## src/rtl/core_pkg.sv

```systemverilog
// core_pkg: shared encodings for the pipelined core
// opcodes, function codes, alu operations, forwarding selects
// and the instruction word with its r-type and i-type views
`default_nettype none

package core_pkg;

    // major opcodes, mips numbering
    typedef enum logic [5:0] {
        op_rtype = 6'h00,
        op_beq   = 6'h04,
        op_bne   = 6'h05,
        op_addiu = 6'h09,
        op_ori   = 6'h0d,
        op_lui   = 6'h0f,
        op_lw    = 6'h23,
        op_sw    = 6'h2b
    } op_t;

    // r-type function field
    typedef enum logic [5:0] {
        fn_addu = 6'h21,
        fn_subu = 6'h23,
        fn_and  = 6'h24,
        fn_or   = 6'h25,
        fn_slt  = 6'h2a
    } funct_t;

    typedef enum logic [2:0] {
        alu_add = 3'd0,
        alu_sub = 3'd1,
        alu_and = 3'd2,
        alu_or  = 3'd3,
        alu_slt = 3'd4,
        alu_lui = 3'd5
    } alu_op_t;

    // operand source for the execute stage
    typedef enum logic [1:0] {
        fwd_none = 2'd0,
        fwd_ex   = 2'd1,
        fwd_mem  = 2'd2
    } fwd_t;

    // one 32-bit instruction word, two decodings
    typedef union packed {
        struct packed {
            op_t        op;
            logic [4:0] rs;
            logic [4:0] rt;
            logic [4:0] rd;
            logic [4:0] shamt;
            funct_t     funct;
        } r;
        struct packed {
            op_t         op;
            logic [4:0]  rs;
            logic [4:0]  rt;
            logic [15:0] imm;
        } i;
    } inst_t;

endpackage

`default_nettype wire

```

## src/rtl/core_if.sv

```systemverilog
// core_if: program counter and instruction fetch
// fetches from a combinational instruction port into if_regs
`timescale 1ns/1ps
`default_nettype none

module core_if import core_pkg::*; #(
    parameter int DATA_W = 64
) (
    input  wire logic              clock,
    input  wire logic              reset,
    input  wire logic              stall_fe,
    input  wire logic              stall_all,
    input  wire logic              flush,
    input  wire logic              branch_taken,
    input  wire logic [DATA_W-1:0] branch_target,
    input  wire logic [31:0]       i_data,
    output logic      [DATA_W-1:0] i_addr,
    output logic                   if_valid,
    output inst_t                  if_inst,
    output logic      [DATA_W-1:0] if_pc4
);
    logic [DATA_W-1:0] pc;
    logic [DATA_W-1:0] pc4;
    logic [DATA_W-1:0] next_pc;

    assign i_addr = pc;
    assign pc4 = pc + DATA_W'(4);
    // branch resolved in execute overrides sequential fetch
    assign next_pc = branch_taken ? branch_target : pc4;

    // pc and if_regs valid bit
    always_ff @(posedge clock) begin
        if (reset) begin
            pc       <= '0;
            if_valid <= 1'b0;
        end else if (!stall_all) begin
            if (flush) begin
                // word fetched this cycle is on the wrong path
                pc       <= next_pc;
                if_valid <= 1'b0;
            end else if (!stall_fe) begin
                pc       <= next_pc;
                if_valid <= 1'b1;
            end
        end
    end

    // fetched word and its return address
    always_ff @(posedge clock) begin
        if (!stall_all && !stall_fe) begin
            if_inst <= inst_t'(i_data);
            if_pc4  <= pc4;
        end
    end

endmodule

`default_nettype wire

```

## src/rtl/core_id.sv

```systemverilog
// core_id: decode and register read
// 32-entry register file with write-through, immediate extension
// and the id_regs stage register
`timescale 1ns/1ps
`default_nettype none

module core_id import core_pkg::*; #(
    parameter int DATA_W = 64
) (
    input  wire logic              clock,
    input  wire logic              reset,
    input  wire logic              stall_fe,
    input  wire logic              stall_all,
    input  wire logic              flush,
    input  wire logic              if_valid,
    input  wire inst_t             if_inst,
    input  wire logic [DATA_W-1:0] if_pc4,
    input  wire logic              wb_en,
    input  wire logic [4:0]        wb_regnum,
    input  wire logic [DATA_W-1:0] wb_data,
    output logic                   id_valid,
    output alu_op_t                id_alu_op,
    output logic                   id_use_imm,
    output logic      [DATA_W-1:0] id_imm,
    output logic      [DATA_W-1:0] id_a,
    output logic      [DATA_W-1:0] id_b,
    output logic      [4:0]        id_rs,
    output logic      [4:0]        id_rt,
    output logic      [4:0]        id_dest,
    output logic                   id_we,
    output logic                   id_load,
    output logic                   id_store,
    output logic                   id_beq,
    output logic                   id_bne,
    output logic      [DATA_W-1:0] id_pc4
);
    logic [DATA_W-1:0] regs [32];
    logic [DATA_W-1:0] rf_a;
    logic [DATA_W-1:0] rf_b;
    logic [DATA_W-1:0] imm_sext;
    logic [DATA_W-1:0] imm_zext;
    alu_op_t           dec_alu_op;
    logic              dec_use_imm;
    logic              dec_zext;
    logic [4:0]        dec_dest;
    logic              dec_we;
    logic              dec_load;
    logic              dec_store;
    logic              dec_beq;
    logic              dec_bne;

    // register file, r0 never written
    always_ff @(posedge clock) begin
        if (wb_en && wb_regnum != 5'd0)
            regs[wb_regnum] <= wb_data;
    end

    // reads see the value being written back this cycle
    assign rf_a = (if_inst.r.rs == 5'd0) ? '0 :
                  (wb_en && wb_regnum == if_inst.r.rs) ? wb_data : regs[if_inst.r.rs];
    assign rf_b = (if_inst.r.rt == 5'd0) ? '0 :
                  (wb_en && wb_regnum == if_inst.r.rt) ? wb_data : regs[if_inst.r.rt];

    assign imm_sext = {{(DATA_W-16){if_inst.i.imm[15]}}, if_inst.i.imm};
    assign imm_zext = {{(DATA_W-16){1'b0}}, if_inst.i.imm};

    // decoder, unknown encodings become nops
    always_comb begin
        dec_alu_op  = alu_add;
        dec_use_imm = 1'b1;
        dec_zext    = 1'b0;
        dec_dest    = if_inst.i.rt;
        dec_we      = 1'b0;
        dec_load    = 1'b0;
        dec_store   = 1'b0;
        dec_beq     = 1'b0;
        dec_bne     = 1'b0;
        case (if_inst.r.op)
            op_rtype: begin
                dec_use_imm = 1'b0;
                dec_dest    = if_inst.r.rd;
                dec_we      = 1'b1;
                case (if_inst.r.funct)
                    fn_addu: dec_alu_op = alu_add;
                    fn_subu: dec_alu_op = alu_sub;
                    fn_and:  dec_alu_op = alu_and;
                    fn_or:   dec_alu_op = alu_or;
                    fn_slt:  dec_alu_op = alu_slt;
                    default: dec_we = 1'b0;
                endcase
            end
            op_addiu: dec_we = 1'b1;
            op_ori: begin
                dec_alu_op = alu_or;
                dec_zext   = 1'b1;
                dec_we     = 1'b1;
            end
            op_lui: begin
                dec_alu_op = alu_lui;
                dec_we     = 1'b1;
            end
            op_lw: begin
                dec_we   = 1'b1;
                dec_load = 1'b1;
            end
            op_sw: dec_store = 1'b1;
            // compare uses the register operands
            op_beq: dec_beq = 1'b1;
            op_bne: dec_bne = 1'b1;
            default: ;
        endcase
        // writes to r0 are dropped here so later stages never see them
        if (dec_dest == 5'd0)
            dec_we = 1'b0;
    end

    // id_regs valid bit, bubble on flush or load-use
    always_ff @(posedge clock) begin
        if (reset)
            id_valid <= 1'b0;
        else if (!stall_all)
            id_valid <= if_valid & ~flush & ~stall_fe;
    end

    // id_regs payload
    always_ff @(posedge clock) begin
        if (!stall_all) begin
            id_alu_op  <= dec_alu_op;
            id_use_imm <= dec_use_imm;
            id_imm     <= dec_zext ? imm_zext : imm_sext;
            id_a       <= rf_a;
            id_b       <= rf_b;
            id_rs      <= if_inst.r.rs;
            id_rt      <= if_inst.r.rt;
            id_dest    <= dec_dest;
            id_we      <= dec_we;
            id_load    <= dec_load;
            id_store   <= dec_store;
            id_beq     <= dec_beq;
            id_bne     <= dec_bne;
            id_pc4     <= if_pc4;
        end else begin
            // held during a bus wait, so catch the writeback that leaves mem_regs
            if (wb_en && wb_regnum == id_rs)
                id_a <= wb_data;
            if (wb_en && wb_regnum == id_rt)
                id_b <= wb_data;
        end
    end

endmodule

`default_nettype wire

```

## src/rtl/core_ex.sv

```systemverilog
// core_ex: execute stage
// operand forwarding, alu, branch resolution and the ex_regs register
`timescale 1ns/1ps
`default_nettype none

module core_ex import core_pkg::*; #(
    parameter int DATA_W = 64
) (
    input  wire logic              clock,
    input  wire logic              reset,
    input  wire logic              stall_all,
    input  wire logic              id_valid,
    input  wire alu_op_t           id_alu_op,
    input  wire logic              id_use_imm,
    input  wire logic [DATA_W-1:0] id_imm,
    input  wire logic [DATA_W-1:0] id_a,
    input  wire logic [DATA_W-1:0] id_b,
    input  wire logic [4:0]        id_dest,
    input  wire logic              id_we,
    input  wire logic              id_load,
    input  wire logic              id_store,
    input  wire logic              id_beq,
    input  wire logic              id_bne,
    input  wire logic [DATA_W-1:0] id_pc4,
    input  wire fwd_t              fwd_a,
    input  wire fwd_t              fwd_b,
    input  wire logic [DATA_W-1:0] wb_data,
    output logic                   branch_taken,
    output logic      [DATA_W-1:0] branch_target,
    output logic                   ex_valid,
    output logic      [DATA_W-1:0] ex_out,
    output logic      [DATA_W-1:0] ex_b,
    output logic      [4:0]        ex_dest,
    output logic                   ex_we,
    output logic                   ex_load,
    output logic                   ex_store
);
    logic [DATA_W-1:0] op_a;
    logic [DATA_W-1:0] op_b_reg;
    logic [DATA_W-1:0] op_b;
    logic [DATA_W-1:0] alu_out;
    logic              equal;

    // forwarding muxes
    always_comb begin
        case (fwd_a)
            fwd_ex:  op_a = ex_out;
            fwd_mem: op_a = wb_data;
            default: op_a = id_a;
        endcase
        case (fwd_b)
            fwd_ex:  op_b_reg = ex_out;
            fwd_mem: op_b_reg = wb_data;
            default: op_b_reg = id_b;
        endcase
    end

    assign op_b = id_use_imm ? id_imm : op_b_reg;

    // alu, also forms load and store addresses
    always_comb begin
        case (id_alu_op)
            alu_sub: alu_out = op_a - op_b;
            alu_and: alu_out = op_a & op_b;
            alu_or:  alu_out = op_a | op_b;
            alu_slt: alu_out = {{(DATA_W-1){1'b0}}, $signed(op_a) < $signed(op_b)};
            alu_lui: alu_out = {op_b[DATA_W-17:0], 16'h0000};
            default: alu_out = op_a + op_b;
        endcase
    end

    // branches compare the two register operands
    assign equal = (op_a == op_b_reg);
    assign branch_taken = id_valid & ((id_beq & equal) | (id_bne & ~equal));
    // word offset from the instruction after the branch
    assign branch_target = id_pc4 + {id_imm[DATA_W-3:0], 2'b00};

    // ex_regs control, bus request flags qualified by valid
    always_ff @(posedge clock) begin
        if (reset) begin
            ex_valid <= 1'b0;
            ex_we    <= 1'b0;
            ex_load  <= 1'b0;
            ex_store <= 1'b0;
        end else if (!stall_all) begin
            ex_valid <= id_valid;
            // branches never carry a write
            ex_we    <= id_valid & id_we;
            ex_load  <= id_valid & id_load;
            ex_store <= id_valid & id_store;
        end
    end

    // ex_regs payload
    always_ff @(posedge clock) begin
        if (!stall_all) begin
            ex_out  <= alu_out;
            ex_b    <= op_b_reg;
            ex_dest <= id_dest;
        end
    end

endmodule

`default_nettype wire

```

## src/rtl/core_mem.sv

```systemverilog
// core_mem: memory and writeback register
// picks load data or alu result into mem_regs
`timescale 1ns/1ps
`default_nettype none

module core_mem #(
    parameter int DATA_W = 64
) (
    input  wire logic              clock,
    input  wire logic              reset,
    input  wire logic              stall_all,
    input  wire logic              ex_valid,
    input  wire logic [DATA_W-1:0] ex_out,
    input  wire logic [4:0]        ex_dest,
    input  wire logic              ex_we,
    input  wire logic              ex_load,
    input  wire logic [DATA_W-1:0] d_rdata,
    output logic                   wb_en,
    output logic      [4:0]        wb_regnum,
    output logic      [DATA_W-1:0] wb_data
);
    // mem_regs write enable doubles as its valid bit
    always_ff @(posedge clock) begin
        if (reset)
            wb_en <= 1'b0;
        else if (stall_all)
            // access still pending, pass a bubble
            wb_en <= 1'b0;
        else
            wb_en <= ex_valid & ex_we;
    end

    // load data is valid in the cycle d_ready is seen
    always_ff @(posedge clock) begin
        if (!stall_all) begin
            wb_regnum <= ex_dest;
            wb_data   <= ex_load ? d_rdata : ex_out;
        end
    end

endmodule

`default_nettype wire

```

## src/rtl/core_hazard.sv

```systemverilog
// core_hazard: pipeline control
// forwarding selects, load-use and bus-wait stalls, branch flush
`timescale 1ns/1ps
`default_nettype none

module core_hazard import core_pkg::*; (
    input  wire logic       if_valid,
    input  wire inst_t      if_inst,
    input  wire logic       id_valid,
    input  wire logic [4:0] id_rs,
    input  wire logic [4:0] id_rt,
    input  wire logic [4:0] id_dest,
    input  wire logic       id_we,
    input  wire logic       id_load,
    input  wire logic       ex_valid,
    input  wire logic [4:0] ex_dest,
    input  wire logic       ex_we,
    input  wire logic       ex_load,
    input  wire logic       wb_en,
    input  wire logic [4:0] wb_regnum,
    input  wire logic       branch_taken,
    input  wire logic       d_valid,
    input  wire logic       d_ready,
    output logic            stall_fe,
    output logic            stall_all,
    output logic            flush,
    output fwd_t            fwd_a,
    output fwd_t            fwd_b
);
    logic ex_fwd_ok;

    // loads in ex_regs have no data yet
    assign ex_fwd_ok = ex_valid & ex_we & ~ex_load;

    // younger result wins
    assign fwd_a = (ex_fwd_ok && ex_dest == id_rs) ? fwd_ex :
                   (wb_en && wb_regnum == id_rs) ? fwd_mem : fwd_none;
    assign fwd_b = (ex_fwd_ok && ex_dest == id_rt) ? fwd_ex :
                   (wb_en && wb_regnum == id_rt) ? fwd_mem : fwd_none;

    // load in id_regs feeding the next instruction
    assign stall_fe = id_valid & id_load & id_we & if_valid &
                      (id_dest == if_inst.r.rs || id_dest == if_inst.r.rt);

    // data bus not answered yet
    assign stall_all = d_valid & ~d_ready;

    // redirect only when the branch actually leaves id_regs
    assign flush = branch_taken & ~stall_all;

endmodule

`default_nettype wire

```

## src/rtl/core.sv

```systemverilog
// core: four-stage pipelined mips-like integer core
// combinational instruction port, valid/ready data bus
`timescale 1ns/1ps
`default_nettype none

module core import core_pkg::*; #(
    parameter int DATA_W = 64
) (
    input  wire logic              clock,
    input  wire logic              reset,
    output logic      [DATA_W-1:0] i_addr,
    input  wire logic [31:0]       i_data,
    output logic      [DATA_W-1:0] d_addr,
    output logic      [DATA_W-1:0] d_wdata,
    input  wire logic [DATA_W-1:0] d_rdata,
    output logic                   d_word_we,
    output logic                   d_valid,
    input  wire logic              d_ready
);
    // pipeline control
    logic              stall_fe;
    logic              stall_all;
    logic              flush;
    fwd_t              fwd_a;
    fwd_t              fwd_b;
    logic              branch_taken;
    logic [DATA_W-1:0] branch_target;

    // if_regs
    logic              if_valid;
    inst_t             if_inst;
    logic [DATA_W-1:0] if_pc4;

    // id_regs
    logic              id_valid;
    alu_op_t           id_alu_op;
    logic              id_use_imm;
    logic [DATA_W-1:0] id_imm;
    logic [DATA_W-1:0] id_a;
    logic [DATA_W-1:0] id_b;
    logic [4:0]        id_rs;
    logic [4:0]        id_rt;
    logic [4:0]        id_dest;
    logic              id_we;
    logic              id_load;
    logic              id_store;
    logic              id_beq;
    logic              id_bne;
    logic [DATA_W-1:0] id_pc4;

    // ex_regs
    logic              ex_valid;
    logic [DATA_W-1:0] ex_out;
    logic [DATA_W-1:0] ex_b;
    logic [4:0]        ex_dest;
    logic              ex_we;
    logic              ex_load;
    logic              ex_store;

    // mem_regs
    logic              wb_en;
    logic [4:0]        wb_regnum;
    logic [DATA_W-1:0] wb_data;

    // stage ports share names with the nets above
    core_if #(.DATA_W(DATA_W)) if_stage (.*);
    core_id #(.DATA_W(DATA_W)) id_stage (.*);
    core_ex #(.DATA_W(DATA_W)) ex_stage (.*);
    core_mem #(.DATA_W(DATA_W)) mem_stage (.*);
    core_hazard hazard_unit (.*);

    // data bus straight from ex_regs, held by stall_all until d_ready
    assign d_valid   = ex_load | ex_store;
    assign d_word_we = ex_store;
    assign d_addr    = ex_out;
    assign d_wdata   = ex_b;

endmodule

`default_nettype wire

```

## config.mk

```make
export PLATFORM = sky130hd
export DESIGN_NAME = core
export DESIGN_NICKNAME = d
export VERILOG_FILES = /design/src/rtl/core_pkg.sv /design/src/rtl/core_if.sv /design/src/rtl/core_id.sv /design/src/rtl/core_ex.sv /design/src/rtl/core_mem.sv /design/src/rtl/core_hazard.sv /design/src/rtl/core.sv
export SDC_FILE = /design/constraint.sdc
export NUM_CORES = 2
export LEC_CHECK = 0
export BUFFER_PORTS_ARGS = -buffer_cell sky130_fd_sc_hd__buf_2
export CAP_MARGIN = 20
export CORE_AREA = 2 2 525 527
export CTS_CLUSTER_SIZE = 24
export DETAILED_ROUTE_END_ITERATION = 6
export DIE_AREA = 0 0 527 529
export PLACE_DENSITY = 0.66
export SETUP_SLACK_MARGIN = 0.5
export SLEW_MARGIN = 20
export SYNTH_ARGS = -nofsm -noshare
export SYNTH_HDL_FRONTEND = slang
export SYNTH_SLANG_ARGS = --single-unit
```

## constraint.sdc

```tcl
create_clock -name clock -period 30.5 [get_ports clock]
set_input_delay 6.1 -clock clock [delete_from_list [all_inputs] [get_ports clock]]
set_output_delay 6.1 -clock clock [all_outputs]
set_load 0.02 [all_outputs]
```

# Yosys cells after proc, flatten, opt, wreduce, memory -nomap -nowiden

Memories as Yosys holds them, arrays and structs flattened. A register that Yosys moved wholly into a read port is not among the register bits.
Cells that the tools add are included.

Register bits: 602
Bits in writable memories: 2,048
Input bits: 99
Logic and storage cells: 151
Memories: 1

$add $sub $neg: 4
$lt $le $gt $ge: 1
Equal/unequal tests: 33
Muxes and demuxes: 37
Bitwise logic cells: 25
Reductions and logical operators: 20

Memories:

| memory        | depth | bits a word | read ports | clocked after Yosys merged registers in | write ports | line          | RTL |
|---|---|---|---|---|---|---|---|
| id_stage.regs | 32    | 64          | 2          | 2                                       | 1           | core_id.sv:37 | `logic [DATA_W-1:0] regs [32];` |

Operators by type and width:

| operator                                       | count |
|---|---|
| two-way mux 64 bit                             | 13 |
| one-hot mux 64 bit (5 select lines)            | 1 |
| one-hot mux 64 bit (2 select lines)            | 2 |
| adder 64 bit                                   | 2 |
| adder 64 x 3 -> 64 bit (second input constant) | 1 |
| AND 64 bit                                     | 1 |
| == test 64 bit                                 | 1 |
| less-than comparator 64 bit                    | 1 |
| bitwise OR 64 bit                              | 1 |
| subtractor 64 bit                              | 1 |
| == test 6 bit (second input constant)          | 7 |
| == test 5 bit                                  | 8 |
| == test 6 x 4 -> 1 bit (second input constant) | 3 |
| AND 1 bit                                      | 15 |
| logical NOT 5 bit                              | 3 |
| two-way mux 5 bit                              | 3 |
| == test 6 x 3 -> 1 bit (second input constant) | 2 |
| one-hot mux 3 bit (4 select lines)             | 1 |
| two-way mux 1 bit                              | 11 |
| one-hot mux 3 bit (3 select lines)             | 1 |
| logical AND 1 bit                              | 8 |
| two-way mux 2 bit                              | 4 |
| == test 3 x 2 -> 1 bit (second input constant) | 2 |
| == test 3 bit (second input constant)          | 2 |
| 16 further kinds                               | 26 |

# Longest topological paths before layout

Word-level depth: 15
Gate-level depth with buffers: 30
Mapped depth without buffers: 24

# By module

Synthesis repeated with hierarchy kept, for this count alone.

Cell total of the unflattened synthesis: 9,412
Area, all modules: 136,867.5 um^2

By module, submodules not included:

| module      | instances | cells an instance | area an instance (um^2) |
|---|---|---|---|
| core_id     | 1         | 5,343             | 102,848.6 |
| core_ex     | 1         | 3,037             | 22,291.4 |
| core_if     | 1         | 840               | 8,159.1 |
| core_mem    | 1         | 143               | 3,183.1 |
| core_hazard | 1         | 48                | 379.1 |
| core        | 1         | 1                 | 6.3 |

# Least setup slack after synthesis

No wires, ideal clock.

Kind: input to register
From: in d_ready
To: reg if_stage.if_inst[0] in the netlist's numbering (enable)
Setup time: 0.498 ns
Arrival: 13.667 ns
Required time: 30.002 ns
Setup slack: 16.335 ns
Cell stages on the path: 6
Path buffers: 2
Path through: nor2b_1 clkbuf_1 inv_2 o21ai_1 clkinv_1 clkbuf_1

Longest elaborated chain between the ends: 4

Ends and longest elaborated chain:

| item                   | line              | RTL |
|---|---|---|
| start: declaration     | core.sv:18        | `input wire logic d_ready` |
| inverter 1 bit         | core_hazard.sv:46 | `assign stall_all = d_valid & ~d_ready;` |
| AND 1 bit              | core_hazard.sv:46 |  |
| logical NOT 1 bit      | -                 |  |
| logical AND 1 bit      | core_if.sv:50     | `if (!stall_all && !stall_fe) begin` |
| end signal: assignment | core_if.sv:51     | `if_inst <= inst_t'(i_data);` |
| end: declaration       | core_if.sv:19     | `output inst_t if_inst,` |

Every way passes these cells.
A chain may end at the register's enable or synchronous reset.

# Final worst setup path

From: in d_ready
To: reg if_stage.if_inst[31] in the netlist's numbering (enable)

Same word-level chain as after synthesis.

==> run_results.csv <==
group,metric,value,unit
sta,final_hold_viol_count,0,
synthesis,ys_types,102,
cts,h-tree-depth,5,
floorplanning,die_area,278800,sq um
synthesis,syn_area,135900,sq um
synthesis,netlist_instances,8615,
synthesis,yosysMostFrequentCell,"edfxtp_1",
sta,setup_viol,0,
route,postRouteAntennaNets,0,
sta,tightest_slew,1.170,ns
synthesis,synth_top_area_share,0.5700,
route,num_vias,88980,
floorplanning,die_y,529,um
power_and_ir_drop,switchingPower,0.002903,W
setup_path,max_stage_delay,0.82,ns
sta,fin_tns_setup,0,ns
job,drv_cap,0,
sta,fmax,117.4,MHz
setup_path,crit_fanout,80,
placed_design,place_inst,12210,
power_and_ir_drop,swShare,0.2900,
power_and_ir_drop,p_seq_frac,0.467,
setup_path,critPathKind,"in2reg",
cells_and_area,synthToLayoutAreaGrowth,11.83,%
setup_path,critical_path.most_common_cell,"buf_4",
route,drt-total-wl,461.9,mm
synthesis,synth.avg_cell_area,15.77,sq um
global_routing,antenna_found_initial,53,
placed_design,io_buffers,292,
synthesis,synth-edff-count,2579,
status,outcome,"complete, no violations",
synthesis,yosysTopAreaCell,"edfxtp_1",
floorplanning,initial_core_util,0.4978,
cts,clockBufferDepth,4,
synthesis,synthTopCellsByArea,"edfxtp_1 57%, mux4_2 21%, ha_1 2.1%, a21oi_1 1.5%, mux2i_1 1.5%",
placed_design,place.gp.congestion,0.9697,
power_and_ir_drop,p_comb_frac,0.177,
setup_path,critical-path-top-delay-family,"buffers and inverters",
cts,cts_tree,"done",
cells_and_area,fillers,21140,
floorplanning,fp-row-count,192,
cells_and_area,final_cells,12750,
cts,cts_resized,0,
synthesis,synth-seq-area-share,0.5820,
route,via_per_inst,6.981,
placed_design,post_dp_cell_area,142200,sq um
cts,root_buffer,"clkbuf_16",
cts,clkTransAtPathRegs,0.06,ns
synthesis,synth_async_sr_flop_share,0,
cts,clock_latency,0.90,ns
power_and_ir_drop,power_density,65.90,nW/um^2
min_path,hold_class,"reg2reg",
route,drtPass1Iterations,6,
cts,cts.hold.buffers_added,0,
floorplanning,core_area,272900,sq um
floorplanning,ios,293,
cts,cts_buffers,291,
cts,cts_sinks,2660,
synthesis,ys_seq_elements,2660,
sta,max_slew_margin,0.1974,
global_routing,grt_pass1_wl,650.7,mm
route,drt_iter0_markers,14190,
cells_and_area,layout-drive-gt1-share,0.2686,
global_routing,grt_usage,0.3276,
route,drc,0,
placed_design,hpwl,294.4,mm
setup_path,worst_path_max_delay_cell,"buf_4",
synthesis,synth_commonest_cells,"2579 x edfxtp_1, 1259 x mux4_2, 523 x nand2_1",
cts,postCtsSetupRepairBufs,0,
global_routing,grt_pass1_vias,86860,
sta,hold_ws,0.4085,ns
floorplanning,die_w,527,um
setup_path,worstPathArrival,8.98,ns
route,wl_per_cell,36.25,um
setup_path,worst_setup_path_start_kind,"input port",
sta,clock_skew,0.06347,ns
power_and_ir_drop,ir_worst_vdd,0.00004381,V
power_and_ir_drop,pwr-share-clk,0.356,
sta,period_minus_slack,8.515,ns
power_and_ir_drop,p_leak,50.81,nW
global_routing,grt_max_degree,116,
sta,rsz0062_at_grt,"no",
cells_and_area,final_area,151900,sq um
setup_path,critPathBufInv,5,
sta,drv_slew,0,
sta,min_period_over_period,0.2792,
cells_and_area,nets,9257,
setup_path,critical_path.cell_chain,"buf_2 > nor2b_1 > buf_4 > inv_8 > o21ai_2 > inv_4 > buf_4",
synthesis,ys_warn_count,0,
power_and_ir_drop,p_int,0.007108,W
global_routing,overflow,0,
setup_path,endpoint_kind,"flip-flop",
setup_path,cp.required,30.97,ns
synthesis,synth-main-ff-cell,"edfxtp_1",
==> power by group through the flow <==
stage	Clock (W)	Sequential, W	Combinational (W)
2_1_floorplan	0	0.00483	0.000786
3_3_place_gp	0	0.00479	0.00161
3_5_place_dp	0	0.00478	0.00165
4_1_cts	0.00360	0.00471	0.00165
5_1_grt	0.00374	0.00468	0.00185
6_report	0.00357	0.00467	0.00177
==> layout by cell type (no fill, tap or decap), drive strengths merged, types with 202 or more instances in the layout <==
cell / instances
edfxtp: 2579
buf: 564
clkbuf: 356
mux2i: 202
ha: 231
nand2: 524
nor2: 368
inv: 249
a21oi: 412
mux4: 1259
o21ai: 424
==> logic make-up (layout without fill, tap and decap cells) <==
group | count (synthesis) | count (layout) | synth area share
xor+xnor | 247 | 247 | 0.01606
simple gates | 1482 | 1482 | 0.05006
other cells | 1 | 68 | 0.00002760
buf+inv | 848 | 1322 | 0.02396
flops | 2660 | 2660 | 0.5820
fa+ha+maj | 232 | 232 | 0.02142
compound gates | 1609 | 1609 | 0.07667
mux | 1536 | 1536 | 0.2298
==> path summary, 6_finish.rpt <==
| kind | cells after the start | to | slack (ns) | from |
|---|---|---|---|---|
| setup reg to reg | 23 | ex_stage.ex_out[61] | 22.23 | mem_stage.wb_regnum[0] |
| setup / recovery | 7 | if_stage.if_inst[31] | 21.99 | d_ready |
| hold reg to reg | 0 | id_stage.id_pc4[11] | 0.41 | if_stage.if_pc4[11] |
| hold / removal | 0 | id_stage.id_pc4[11] | 0.41 | if_stage.if_pc4[11] |
==> state kept, by name, summed over array words and instances, names as in the netlist, 32 cells and up, named ones only <==
name	flops
ex_stage.ex_b	64
ex_stage.ex_out	64
id_stage.id_a	64
id_stage.id_b	64
id_stage.id_pc4	64
id_stage.regs	2048
if_stage.i_addr	64
if_stage.if_inst	32
if_stage.if_pc4	64
mem_stage.wb_data	64
==> through the flow <==
step                        util  power [W]  setup slack [ns]
final                     0.5567    0.01001             21.99
after CTS                 0.5556   0.009963             22.07
after global placement    0.5207   0.006394             21.16
after floorplan                -   0.005616             16.34
after global routing      0.5567    0.01027             21.75
after detailed placement  0.5211   0.006430             21.16
==> routing by layer <==
metal	track usage	routed length, um	vias to the layer above
met3	0.08420	61170	876
met4	0.1115	17060	10
met2	0.4886	205400	5935
li1	-	-	35860
met1	0.4700	178300	46300
met5	0	66	-
==> worst register-to-register path: stages, from the launching register on <==
cell and delay, ns:
edfxtp_1 0.60, xnor2_4 0.43, nand2_2 0.48, nor2_4 0.48
buf_4 0.42, mux2i_1 0.49, a21oi_1 0.18, a21oi_1 0.76
inv_1 0.11, ha_1 0.46, a21oi_1 0.21, a21oi_1 0.09
nor2_1 0.21, o21bai_1 0.13, a21oi_1 0.22, o21ai_0 0.11
a31oi_1 0.75, o31ai_1 0.18, a31oi_1 0.64, o21bai_2 0.24
a31o_2 0.30, a211oi_1 0.31, or3_1 0.17, o211ai_1 0.08
==> area by class of cell <==
class / instances / area, sq um / area share
tap: 3589 / 4491 / 0.02956
inverter: 237 / 899.6 / 0.005921
timing repair buffer: 566 / 3799 / 0.02500
clock inverter: 165 / 1672 / 0.01100
clock buffer: 354 / 7762 / 0.05109
multi-input combinational: 5170 / 54190 / 0.3567
antenna: 4 / 10.01 / 0.00006588
sequential: 2660 / 79110 / 0.5207
Power figures use the tool's default switching activity.
